**src/design/host_msg_pkg.sv**
```systemverilog
`default_nettype none

package host_msg_pkg;

  localparam int XB_SIZE   = 32;  // host link word
  localparam int CMD_WORDS = 3;   // words per command

  // declared msb first, so exposure sits in the third word
  typedef struct packed {
    logic [31:0] exposure;          // carried, not used
    logic [7:0]  stride;
    logic [23:0] clocks_per_frame;
    logic [23:0] n_frame;
    logic        spare_7;
    logic        start;             // 0 = stop
    logic [4:0]  spare_1;
    logic        is_data;           // header type, 0 = control
  } host_cmd_t;

  // one report word back to the host
  typedef struct packed {
    logic [7:0]  frame;             // low bits of frame number
    logic [7:0]  zmw;
    logic [15:0] value;
  } fpga_report_t;

endpackage

`default_nettype wire

```
**src/design/pulse_ram_pkg.sv**
```systemverilog
`default_nettype none

package pulse_ram_pkg;

  localparam int N_ZMW           = 128;
  localparam int ZMW_W           = 7;
  localparam int RAM_DATA_W      = 16;
  localparam int BRAM_READ_DELAY = 3;
  localparam int FIFO_DEPTH      = 16;
  localparam int TOKEN_W         = 1 + ZMW_W + RAM_DATA_W;

  typedef struct packed {
    logic [TOKEN_W-4:0] pad;
    logic               write;    // 1 = write pass, 0 = read pass
    logic               sof;      // 0 = eof
    logic               is_data;
  } token_ctrl_t;

  typedef struct packed {
    logic [RAM_DATA_W-1:0] value;
    logic [ZMW_W-1:0]      zmw;
    logic                  is_data;
  } token_data_t;

  // bit 0 tells which view applies
  typedef union packed {
    token_ctrl_t ctrl;
    token_data_t data;
  } ram_token_u;

  typedef struct packed {
    logic [ZMW_W-1:0]      zmw;
    logic [RAM_DATA_W-1:0] value;
  } readback_t;

  // the code is what the LED shows
  typedef enum logic [3:0] {
    ERROR      = 4'd0,
    STOPPED    = 4'd1,
    WRITE_SOF  = 4'd2,
    WRITE      = 4'd3,
    WRITE_EOF  = 4'd4,
    READ_SOF   = 4'd5,
    READING    = 4'd6,
    INTERFRAME = 4'd7,
    STOPPING   = 4'd8
  } pacer_state_e;

  typedef enum logic [2:0] {
    CTRL_IDLE,
    CTRL_WRITING,
    CTRL_READING,
    CTRL_THROTTLED,
    CTRL_FINISHING_RD
  } ctrl_state_e;

endpackage

`default_nettype wire

```
**src/design/token_fifo.sv**
```systemverilog
`timescale 1ns/1ps
`default_nettype none

module token_fifo #(
  parameter int WIDTH = 24,
  parameter int DEPTH = 16
) (
  input  wire              CLK,
  input  wire              RESET,
  input  wire  [WIDTH-1:0] din,
  input  wire              wren,
  input  wire              rden,
  output logic [WIDTH-1:0] dout,
  output logic             full,
  output logic             almost_full,
  output logic             empty,
  output logic             almost_empty
);

  logic [WIDTH-1:0]           mem [DEPTH];
  logic [$clog2(DEPTH)-1:0]   wr_ptr;
  logic [$clog2(DEPTH)-1:0]   rd_ptr;
  logic [$clog2(DEPTH+1)-1:0] count;
  logic                       do_wr;
  logic                       do_rd;

  assign do_wr = wren && !full;     // writes to a full FIFO are dropped
  assign do_rd = rden && !empty;

  assign dout         = mem[rd_ptr];  // show-ahead head
  assign full         = count == DEPTH;
  assign almost_full  = count >= DEPTH - 4;
  assign empty        = count == 0;
  assign almost_empty = count == 1;

  always_ff @(posedge CLK) begin
    if (do_wr) mem[wr_ptr] <= din;
  end

  always_ff @(posedge CLK) begin
    if (RESET) begin
      wr_ptr <= '0;
      rd_ptr <= '0;
      count  <= '0;
    end else begin
      if (do_wr) wr_ptr <= (wr_ptr == DEPTH - 1) ? '0 : wr_ptr + 1'b1;
      if (do_rd) rd_ptr <= (rd_ptr == DEPTH - 1) ? '0 : rd_ptr + 1'b1;
      case ({do_wr, do_rd})
        2'b10:   count <= count + 1'b1;
        2'b01:   count <= count - 1'b1;
        default: count <= count;  // both or neither
      endcase
    end
  end

endmodule

`default_nettype wire

```
**src/design/pulse_list_bram.sv**
```systemverilog
`timescale 1ns/1ps
`default_nettype none

module pulse_list_bram
  import pulse_ram_pkg::*;
(
  input  wire                   CLK,
  input  wire  [ZMW_W-1:0]      addr,
  input  wire  [RAM_DATA_W-1:0] din,
  input  wire                   wren,
  output logic [RAM_DATA_W-1:0] dout
);

  logic [RAM_DATA_W-1:0] mem [N_ZMW];
  logic [RAM_DATA_W-1:0] rd_pipe [BRAM_READ_DELAY];  // output registers

  always_ff @(posedge CLK) begin
    if (wren) mem[addr] <= din;
  end

  // read-first; data leaves the last stage three cycles after addr
  always_ff @(posedge CLK) begin
    rd_pipe[0] <= mem[addr];
    for (int i = 1; i < BRAM_READ_DELAY; i++) begin
      rd_pipe[i] <= rd_pipe[i-1];
    end
  end

  assign dout = rd_pipe[BRAM_READ_DELAY-1];

endmodule

`default_nettype wire

```
**src/design/msg_assembler.sv**
```systemverilog
`timescale 1ns/1ps
`default_nettype none

module msg_assembler
  import host_msg_pkg::*;
(
  input  wire                CLK,
  input  wire                RESET,
  input  wire                pc_msg_valid,
  input  wire  [XB_SIZE-1:0] pc_msg,
  output logic               cmd_valid,
  output host_cmd_t          cmd
);

  logic [1:0]                         word_idx;  // next word slot
  logic [(CMD_WORDS-1)*XB_SIZE-1:0]   cache;     // first two words
  logic                               last_word;

  assign last_word = word_idx == 2'(CMD_WORDS - 1);

  always_ff @(posedge CLK) begin
    if (RESET) begin
      word_idx  <= '0;  // realign to word one
      cmd_valid <= 1'b0;
    end else begin
      cmd_valid <= 1'b0;
      if (pc_msg_valid) begin
        if (last_word) begin
          word_idx  <= '0;
          cmd_valid <= 1'b1;
        end else begin
          word_idx <= word_idx + 1'b1;
        end
      end
    end
  end

  always_ff @(posedge CLK) begin
    if (pc_msg_valid) begin
      if (last_word) cmd <= {pc_msg, cache};  // third word on top
      else cache[word_idx*XB_SIZE +: XB_SIZE] <= pc_msg;
    end
  end

endmodule

`default_nettype wire

```
**src/design/frame_pacer.sv**
```systemverilog
`timescale 1ns/1ps
`default_nettype none

module frame_pacer
  import host_msg_pkg::*;
  import pulse_ram_pkg::*;
(
  input  wire            CLK,
  input  wire            RESET,
  input  wire            cmd_valid,
  input  wire host_cmd_t cmd,
  output ram_token_u     tok_din,
  output logic           tok_wren,
  input  wire            tok_full,
  input  wire readback_t rb_dout,
  input  wire            rb_empty,
  output logic           rb_rden,
  input  wire            ctrl_busy,
  output logic           fpga_msg_valid,
  output fpga_report_t   fpga_msg,
  output logic           app_running,
  output logic           app_error,
  output logic [3:0]     gpio_led
);

  pacer_state_e          state;
  logic [23:0]           frames_max;
  logic [23:0]           clocks_max;
  logic [7:0]            stride;
  logic [ZMW_W-1:0]      zmw_cnt;     // write pass index
  logic [RAM_DATA_W-1:0] wr_value;    // zmw_cnt * stride
  logic [23:0]           frame_cnt;
  logic [ZMW_W-1:0]      report_cnt;  // reports in this frame
  logic [23:0]           clk_cnt;     // interframe gap
  logic                  eof_pending;
  logic                  is_data_msg;
  logic                  is_start;
  logic                  is_stop;
  logic                  active;

  assign is_data_msg = cmd_valid && cmd.is_data;
  assign is_start    = cmd_valid && !cmd.is_data && cmd.start;
  assign is_stop     = cmd_valid && !cmd.is_data && !cmd.start;
  assign active      = state inside {WRITE_SOF, WRITE, WRITE_EOF, READ_SOF, READING,
                                     INTERFRAME};

  assign rb_rden     = !rb_empty;  // always drain, reports only in READING
  assign app_running = state != STOPPED && state != ERROR;
  assign app_error   = state == ERROR;
  assign gpio_led    = state;

  always_comb begin
    tok_din  = '0;  // all zero is an eof token
    tok_wren = 1'b0;
    case (state)
      WRITE_SOF: begin
        tok_din.ctrl.sof   = 1'b1;
        tok_din.ctrl.write = 1'b1;
        tok_wren           = !tok_full;
      end
      WRITE: begin
        tok_din.data.is_data = 1'b1;
        tok_din.data.zmw     = zmw_cnt;
        tok_din.data.value   = wr_value;
        tok_wren             = !tok_full;
      end
      WRITE_EOF: tok_wren = !tok_full;
      READ_SOF: begin
        tok_din.ctrl.sof = 1'b1;
        tok_wren         = !tok_full;
      end
      STOPPING: tok_wren = eof_pending && !tok_full;
      default:  tok_wren = 1'b0;
    endcase
  end

  always_ff @(posedge CLK) begin
    if (RESET) begin
      state          <= STOPPED;
      eof_pending    <= 1'b0;
      fpga_msg_valid <= 1'b0;
      zmw_cnt        <= '0;
      wr_value       <= '0;
      frame_cnt      <= '0;
      report_cnt     <= '0;
      clk_cnt        <= '0;
    end else begin
      fpga_msg_valid <= rb_rden && state == READING;
      if (is_data_msg) begin
        state <= ERROR;  // sticky
      end else if (is_stop && active) begin
        state       <= STOPPING;
        eof_pending <= 1'b1;
      end else begin
        case (state)
          STOPPED: if (is_start) begin
            frames_max <= cmd.n_frame;
            clocks_max <= cmd.clocks_per_frame;
            stride     <= cmd.stride;
            zmw_cnt    <= '0;
            wr_value   <= '0;
            frame_cnt  <= '0;
            state      <= WRITE_SOF;
          end
          WRITE_SOF: if (!tok_full) state <= WRITE;
          WRITE: if (!tok_full) begin
            zmw_cnt  <= zmw_cnt + 1'b1;
            wr_value <= wr_value + RAM_DATA_W'(stride);
            if (zmw_cnt == ZMW_W'(N_ZMW - 1)) state <= WRITE_EOF;
          end
          WRITE_EOF: if (!tok_full) state <= (frames_max == '0) ? STOPPED : READ_SOF;
          READ_SOF: if (!tok_full) begin
            report_cnt <= '0;
            state      <= READING;
          end
          READING: if (rb_rden) begin
            report_cnt <= report_cnt + 1'b1;
            if (report_cnt == ZMW_W'(N_ZMW - 1)) begin  // last report of frame
              frame_cnt <= frame_cnt + 1'b1;
              clk_cnt   <= '0;
              state     <= (frame_cnt + 24'd1 == frames_max) ? STOPPED : INTERFRAME;
            end
          end
          INTERFRAME: begin
            if (clk_cnt + 24'd1 >= clocks_max) state <= READ_SOF;
            else clk_cnt <= clk_cnt + 1'b1;
          end
          STOPPING: begin
            if (!tok_full) eof_pending <= 1'b0;
            // wait for the read pipe to empty out
            if (!eof_pending && !ctrl_busy && rb_empty) state <= STOPPED;
          end
          default: state <= state;  // ERROR until reset
        endcase
      end
    end
  end

  always_ff @(posedge CLK) begin
    fpga_msg.frame <= frame_cnt[7:0];
    fpga_msg.zmw   <= {1'b0, rb_dout.zmw};
    fpga_msg.value <= rb_dout.value;
  end

endmodule

`default_nettype wire

```
**src/design/pulse_list_ram_ctrl.sv**
```systemverilog
`timescale 1ns/1ps
`default_nettype none

module pulse_list_ram_ctrl
  import pulse_ram_pkg::*;
(
  input  wire                   CLK,
  input  wire                   RESET,
  input  wire ram_token_u       tok,
  input  wire                   tok_empty,
  output logic                  tok_rden,
  output logic [ZMW_W-1:0]      ram_addr,
  output logic [RAM_DATA_W-1:0] ram_din,
  output logic                  ram_wren,
  input  wire  [RAM_DATA_W-1:0] ram_dout,
  output readback_t             rb_din,
  output logic                  rb_wren,
  input  wire                   rb_almost_full,
  output logic                  busy
);

  ctrl_state_e                state;
  logic [ZMW_W-1:0]           rd_idx;    // next address to read
  logic                       rd_issue;  // ram_addr holds a read this cycle
  logic [BRAM_READ_DELAY-1:0] tag_vld;
  logic [ZMW_W-1:0]           tag_idx [BRAM_READ_DELAY];
  logic                       tok_is_sof;
  logic                       tok_is_eof;

  assign tok_is_sof = !tok_empty && !tok.ctrl.is_data && tok.ctrl.sof;
  assign tok_is_eof = !tok_empty && !tok.ctrl.is_data && !tok.ctrl.sof;

  always_comb begin
    case (state)
      CTRL_IDLE, CTRL_WRITING:      tok_rden = !tok_empty;
      CTRL_READING, CTRL_THROTTLED: tok_rden = tok_is_eof;  // only a stop gets through
      default:                      tok_rden = 1'b0;
    endcase
  end

  // last tag stage lines up with the BRAM output
  assign rb_wren = tag_vld[BRAM_READ_DELAY-1];
  assign rb_din  = {tag_idx[BRAM_READ_DELAY-1], ram_dout};
  assign busy    = state != CTRL_IDLE;

  always_ff @(posedge CLK) begin
    if (RESET) begin
      state    <= CTRL_IDLE;
      rd_idx   <= '0;
      rd_issue <= 1'b0;
      ram_wren <= 1'b0;
      tag_vld  <= '0;
    end else begin
      ram_wren <= 1'b0;
      rd_issue <= 1'b0;
      tag_vld  <= {tag_vld[BRAM_READ_DELAY-2:0], rd_issue};
      case (state)
        CTRL_IDLE: if (tok_is_sof) begin
          rd_idx <= '0;
          state  <= tok.ctrl.write ? CTRL_WRITING : CTRL_READING;
        end
        CTRL_WRITING: if (!tok_empty) begin
          if (tok.data.is_data) ram_wren <= 1'b1;
          else if (!tok.ctrl.sof) state <= CTRL_IDLE;  // eof ends it and a repeated sof is ignored
        end
        CTRL_READING: begin
          if (tok_is_eof) begin
            state <= CTRL_FINISHING_RD;
          end else if (rb_almost_full) begin
            state <= CTRL_THROTTLED;
          end else begin
            rd_issue <= 1'b1;
            rd_idx   <= rd_idx + 1'b1;
            if (rd_idx == ZMW_W'(N_ZMW - 1)) state <= CTRL_FINISHING_RD;
          end
        end
        CTRL_THROTTLED: begin
          if (tok_is_eof) state <= CTRL_FINISHING_RD;
          else if (!rb_almost_full) state <= CTRL_READING;
        end
        CTRL_FINISHING_RD: if (!rd_issue && tag_vld == '0) state <= CTRL_IDLE;
        default: state <= CTRL_IDLE;
      endcase
    end
  end

  always_ff @(posedge CLK) begin
    if (state == CTRL_WRITING) begin
      ram_addr <= tok.data.zmw;
      ram_din  <= tok.data.value;
    end else begin
      ram_addr <= rd_idx;  // qualified by rd_issue
    end
    tag_idx[0] <= ram_addr;
    for (int i = 1; i < BRAM_READ_DELAY; i++) begin
      tag_idx[i] <= tag_idx[i-1];
    end
  end

endmodule

`default_nettype wire

```
**src/design/application.sv**
```systemverilog
`timescale 1ns/1ps
`default_nettype none

module application
  import host_msg_pkg::*;
  import pulse_ram_pkg::*;
(
  input  wire                CLK,
  input  wire                RESET,
  input  wire                pc_msg_valid,
  input  wire  [XB_SIZE-1:0] pc_msg,
  output logic               fpga_msg_valid,
  output fpga_report_t       fpga_msg,
  output logic               app_running,
  output logic               app_error,
  output logic [3:0]         gpio_led
);

  logic                  cmd_valid;
  host_cmd_t             cmd;
  ram_token_u            tok_din;
  ram_token_u            tok_dout;
  logic                  tok_wren;
  logic                  tok_full;
  logic                  tok_empty;
  logic                  tok_rden;
  readback_t             rb_din;
  readback_t             rb_dout;
  logic                  rb_wren;
  logic                  rb_rden;
  logic                  rb_empty;
  logic                  rb_almost_full;
  logic [ZMW_W-1:0]      ram_addr;
  logic [RAM_DATA_W-1:0] ram_din;
  logic [RAM_DATA_W-1:0] ram_dout;
  logic                  ram_wren;
  logic                  ctrl_busy;

  msg_assembler assembler_i (
    .CLK, .RESET, .pc_msg_valid, .pc_msg, .cmd_valid, .cmd
  );

  frame_pacer pacer_i (
    .CLK, .RESET, .cmd_valid, .cmd,
    .tok_din, .tok_wren, .tok_full,
    .rb_dout, .rb_empty, .rb_rden, .ctrl_busy,
    .fpga_msg_valid, .fpga_msg, .app_running, .app_error, .gpio_led
  );

  // pacer to controller
  token_fifo #(.WIDTH(TOKEN_W), .DEPTH(FIFO_DEPTH)) to_ram_fifo (
    .CLK, .RESET, .din(tok_din), .wren(tok_wren), .rden(tok_rden),
    .dout(tok_dout), .full(tok_full), .almost_full(), .empty(tok_empty),
    .almost_empty()
  );

  pulse_list_ram_ctrl ram_ctrl_i (
    .CLK, .RESET, .tok(tok_dout), .tok_empty, .tok_rden,
    .ram_addr, .ram_din, .ram_wren, .ram_dout,
    .rb_din, .rb_wren, .rb_almost_full, .busy(ctrl_busy)
  );

  pulse_list_bram bram_i (
    .CLK, .addr(ram_addr), .din(ram_din), .wren(ram_wren), .dout(ram_dout)
  );

  // readbacks to pacer, almost_full throttles the controller
  token_fifo #(.WIDTH($bits(readback_t)), .DEPTH(FIFO_DEPTH)) from_ram_fifo (
    .CLK, .RESET, .din(rb_din), .wren(rb_wren), .rden(rb_rden),
    .dout(rb_dout), .full(), .almost_full(rb_almost_full), .empty(rb_empty),
    .almost_empty()
  );

endmodule

`default_nettype wire

```
**config.mk**
```make
export PLATFORM = sky130hd
export DESIGN_NAME = application
export DESIGN_NICKNAME = d
export VERILOG_FILES = /design/src/design/host_msg_pkg.sv /design/src/design/pulse_ram_pkg.sv /design/src/design/token_fifo.sv /design/src/design/pulse_list_bram.sv /design/src/design/msg_assembler.sv /design/src/design/frame_pacer.sv /design/src/design/pulse_list_ram_ctrl.sv /design/src/design/application.sv
export SDC_FILE = /design/constraint.sdc
export NUM_CORES = 2
export LEC_CHECK = 0
export ABC_AREA = 1
export BUFFER_PORTS_ARGS = -buffer_cell sky130_fd_sc_hd__buf_2
export CORE_MARGIN = 1.5
export CORE_UTILIZATION = 50
export DETAILED_ROUTE_END_ITERATION = 7
export HOLD_SLACK_MARGIN = 0.12
export MAX_ROUTING_LAYER = met4
export PLACE_DENSITY = 0.65
export SLEW_MARGIN = 5
export SYNTH_ARGS = -nofsm -noshare
export SYNTH_HDL_FRONTEND = slang
export SYNTH_SLANG_ARGS = --single-unit
```
**constraint.sdc**
```tcl
create_clock -name CLK -period 5.3 [get_ports CLK]
set_input_delay 0 -clock CLK [delete_from_list [all_inputs] [get_ports CLK]]
set_output_delay 0 -clock CLK [all_outputs]
set_load 0.1 [all_outputs]
```
==> flow_summary.json <==
{
  "regToRegEndpoint": "pacer_i.clk_cnt[5]",
  "ys_seq_area_share_pct": 77.4,
  "final_cells": 12500,
  "clock-sinks": 3227,
  "drt-initial-drc-count": 10300,
  "grt-ovfl-total": 0,
  "antenna_found_initial": 10,
  "synth_cell_type_count": 61,
  "nFillCells": 18600,
  "report.final.setup_viol": 0,
  "cellPowerDensity_nw_per_um2": 480,
  "grt_usage_pct": 27.6,
  "grt_pass1_vias": 72300,
  "top_level_ports": 74,
  "period_share_pct": 78.4,
  "insertion_delay_ns": 0.98,
  "rows": 181,
  "crit_top_cell": "nor2_1",
  "cts_tree": "yes",
  "cts_post_setup_buffers_inserted": 0,
  "r2r-start": "pacer_i.clk_cnt[0]",
  "start_kind": "register",
  "grt_first_pass_wirelength_um": 489000,
  "die_x_um": 497,
  "setup_ws_ns": 1.14,
  "critical-path-top-delay-family": "simple AND/OR/NAND/NOR gates",
  "power_frac_clock_pct": 34.0,
  "final-hold-violation-count": 0,
  "mappedNetlistArea_um2": 122000,
  "worstHoldEndpoint": "assembler_i.cache[62]",
  "internal_power_uw": 46200,
  "die_area_um2": 247000,
  "synth_flop_cell": "edfxtp_1",
  "first_pass_iters": 8,
  "maxCapViolations": 0,
  "clk_path_buf_depth": 4,
  "critical_path_arrival_ns": 5.04,
  "vias": 75600,
  "hold_start": "pc_msg[30]",
  "tightest_slew_ns": 1.28,
  "synthArstFlopShare_pct": 0,
  "critPathBufInv": 2,
  "synth_enable_flop_cells": 2988,
  "hold_depth": 4,
  "wl_met2_um": 152000,
  "fin_crit_ns": 4.16,
  "required_ns": 6.18,
  "highest_layer": "met4",
  "synth-seq-cells": 3227,
  "rsz0062_at_grt": "false",
  "cp_cell_sequence": "ha_1, nand2_1, nor3b_2, nand3_1, nor2_2, nand2_2, nor2_4, nand3_2, nor2_1, xnor2_1, clkinv_1, ha_1, nand4_1, nor2_1, inv_1, nor2_1, nor2_1, nand3_1, nor2_2, nand2_1, a21oi_1",
  "outcome": "completed",
  "synth_top_cell_by_area": "edfxtp_1",
  "yosys_warnings": 0,
  "sw_frac_of_total_pct": 30.5,
  "wl_met3_um": 35800,
  "max_slew_margin_pct": 13.7,
  "globalplace.congestion": 0.936,
  "dp_slack_ns": 1.19,
  "final_nets": 9136,
  "skew_ns": 0.0824,
  "final_layout_size_suffix_gt1_share_pct": 10.2,
  "wl_per_cell_um": 26.9,
  "fmax_ghz": 0.241,
  "crit_path_end_kind": "register",
  "combPwrFrac_pct": 19.3,
  "numCtsBuffers": 332,
  "cp_slowest_cell": "nor2_2",
  "synth.area.top_cells": "edfxtp_1 (73%), nand2_1 (5.0%), dfxtp_1 (3.9%)",
  "pwr-share-seq_pct": 46.7,
  "syn_avg_cell_area_um2": 14.1,
  "wl_um": 336000,
  "dpl.hpwl_um": 194000,
  "hold_path.class": "input port to register",
  "reg2regPathDepth": 21,
  "grt_start_max_net_pins": 129,
  "slew_violations": 0,
  "placed_cells": 11800,
  "irDropWorstVdd_mv": 0.601,
  "synth_cells": 8669,
  "cts-root-buf": "clkbuf_16",
  "via_per_inst": 6.05,
  "p_switching_uw": 20300,
  "netlist.area_leader.share_pct": 73.5,
  "drtAntennaViolNets": 0,
  "die_h_um": 497,
  "h-tree-depth": 5,
  "critPathMaxStageDelay_ns": 0.82,
  "rrSetupSlack_ns": 1.14,
  "drcViolationCount": 0,
  "worstPathMaxFanout": 24,
  "met1_length_um": 137000,
  "portBuffers": 72,
  "start_util_pct": 50.3,
  "syn2layout_area_growth_pct": 13.5,
  "p_leak_uw": 0.0464,
  "coreArea_um2": 243000,
  "path_class": "register to register",
  "fin_tns_setup_ns": 0,
  "synth_nets": 8767,
  "clkSlewWorstSetupHoldPaths_ns": 0.06
}
[cell families (layout without fill, tap and decap cells)]
family	Yosys count	in the layout	synth area share [%]
buffers and inverters	830	1451	2.74
DFF	3227	3227	77.4
other	1	9	0.00307
AOI/OAI and AO/OA	1475	1475	8.26
and+or+nand+nor	2970	2970	10.1
muxes	63	63	0.516
adders and majority gates	63	63	0.664
xor gates and xnor gates	40	40	0.298
[flip-flops by register name, summed over array words and instances, names as in the netlist, 8 cells and up, named ones only]
signal	flops
ram_ctrl_i.ram_din	16
pacer_i.wr_value	16
assembler_i.cache	58
pacer_i.clk_cnt	24
assembler_i.cmd	58
ram_ctrl_i.tag_idx	21
pacer_i.clocks_max	24
to_ram_fifo.mem	384
pacer_i.frame_cnt	24
from_ram_fifo.mem	368
pacer_i.stride	8
pacer_i.frames_max	24
pacer_i.fpga_msg	31
bram_i.rd_pipe	48
bram_i.mem	2048
[final cells by class]
type	instances	area, µm²	area share, %
Clock buffer	425	8940	6.45
Multi-Input combinational cell	4612	24500	17.6
Tap cell	3202	4010	2.89
Sequential cell	3227	94500	68.2
Antenna cell	8	20.0	0.0144
Inverter	404	1570	1.13
Clock inverter	161	1470	1.06
Timing Repair Buffer	461	3650	2.64
[per-stage QoR]
stage,power (µW),cell area [µm²],hold WS (ns),util [%]
6_report,66600,139000,0.218,57.1
2_1_floorplan,38700,122000,0.137,-
3_5_place_dp,44100,128000,0.304,52.5
5_1_grt,68600,139000,0.203,57.1
3_3_place_gp,43900,128000,0.294,52.5
4_1_cts,66500,139000,0.128,57.0
[timing repair]
item	4_1_cts	5_1_grt
endpoints found under the hold margin	312	0
hold buffers	68	0
gates resized for setup	0	0
[power groups by stage]
stage	Combinational (µW)	Sequential (µW)	Clock, µW
global placement	12300	31500	0
floorplan	6380	32300	0
finish	12800	31100	22700
global route	13600	31100	23800
CTS	12600	31100	22800
detailed placement	12500	31600	0
[layer usage]
layer | track usage, % | vias up
met5 | - | -
met4 | 8.88 | 0
met3 | 5.67 | 643
met2 | 40.5 | 4087
met1 | 38.7 | 37900
li1 | - | 33000
[tightest hold or removal path: stages]
cell           delay [ns]
dlygate4sd3_1        0.54
buf_2                0.20
inv_1                0.15
nor2_1               0.15
[how the worst max path moves through the flow]
stage                              from  cells past startpoint  slack (ns)                    end
floorplan           pacer_i.gpio_led[3]                      7        0.26  pacer_i.clocks_max[0]
global placement     pacer_i.clk_cnt[0]                     21        1.30    pacer_i.clk_cnt[23]
detailed placement   pacer_i.clk_cnt[0]                     21        1.19     pacer_i.clk_cnt[1]
CTS                  pacer_i.clk_cnt[0]                     21        1.14     pacer_i.clk_cnt[1]
global route         pacer_i.clk_cnt[0]                     21        0.72     pacer_i.clk_cnt[0]
finish               pacer_i.clk_cnt[0]                     21        1.14     pacer_i.clk_cnt[5]
[cells in the mapped netlist (all sizes together) (123+ instances only)]
master  count
edfxtp   2988
o221ai    123
nand2    1637
nand4     263
nor2      781
buf       202
dfxtp     239
nand3     201
inv       395
a221oi    165
a21oi     191
clkbuf    224
a22oi     312
o21ai     417
[cell usage in the layout (no fill, tap or decap), types with 75 or more instances in the layout]
cell type  count
inv_1        380
a221oi_1     159
edfxtp_1    2988
clkbuf_1      75
clkbuf_16    341
nand4_1      263
o21ai_0      412
a22oi_1      312
nor2_1       733
dfxtp_1      233
a21oi_1      191
nand3_1      192
nand2_1     1631
o221ai_1     123
buf_4        304
Power figures use the tool's default switching activity.
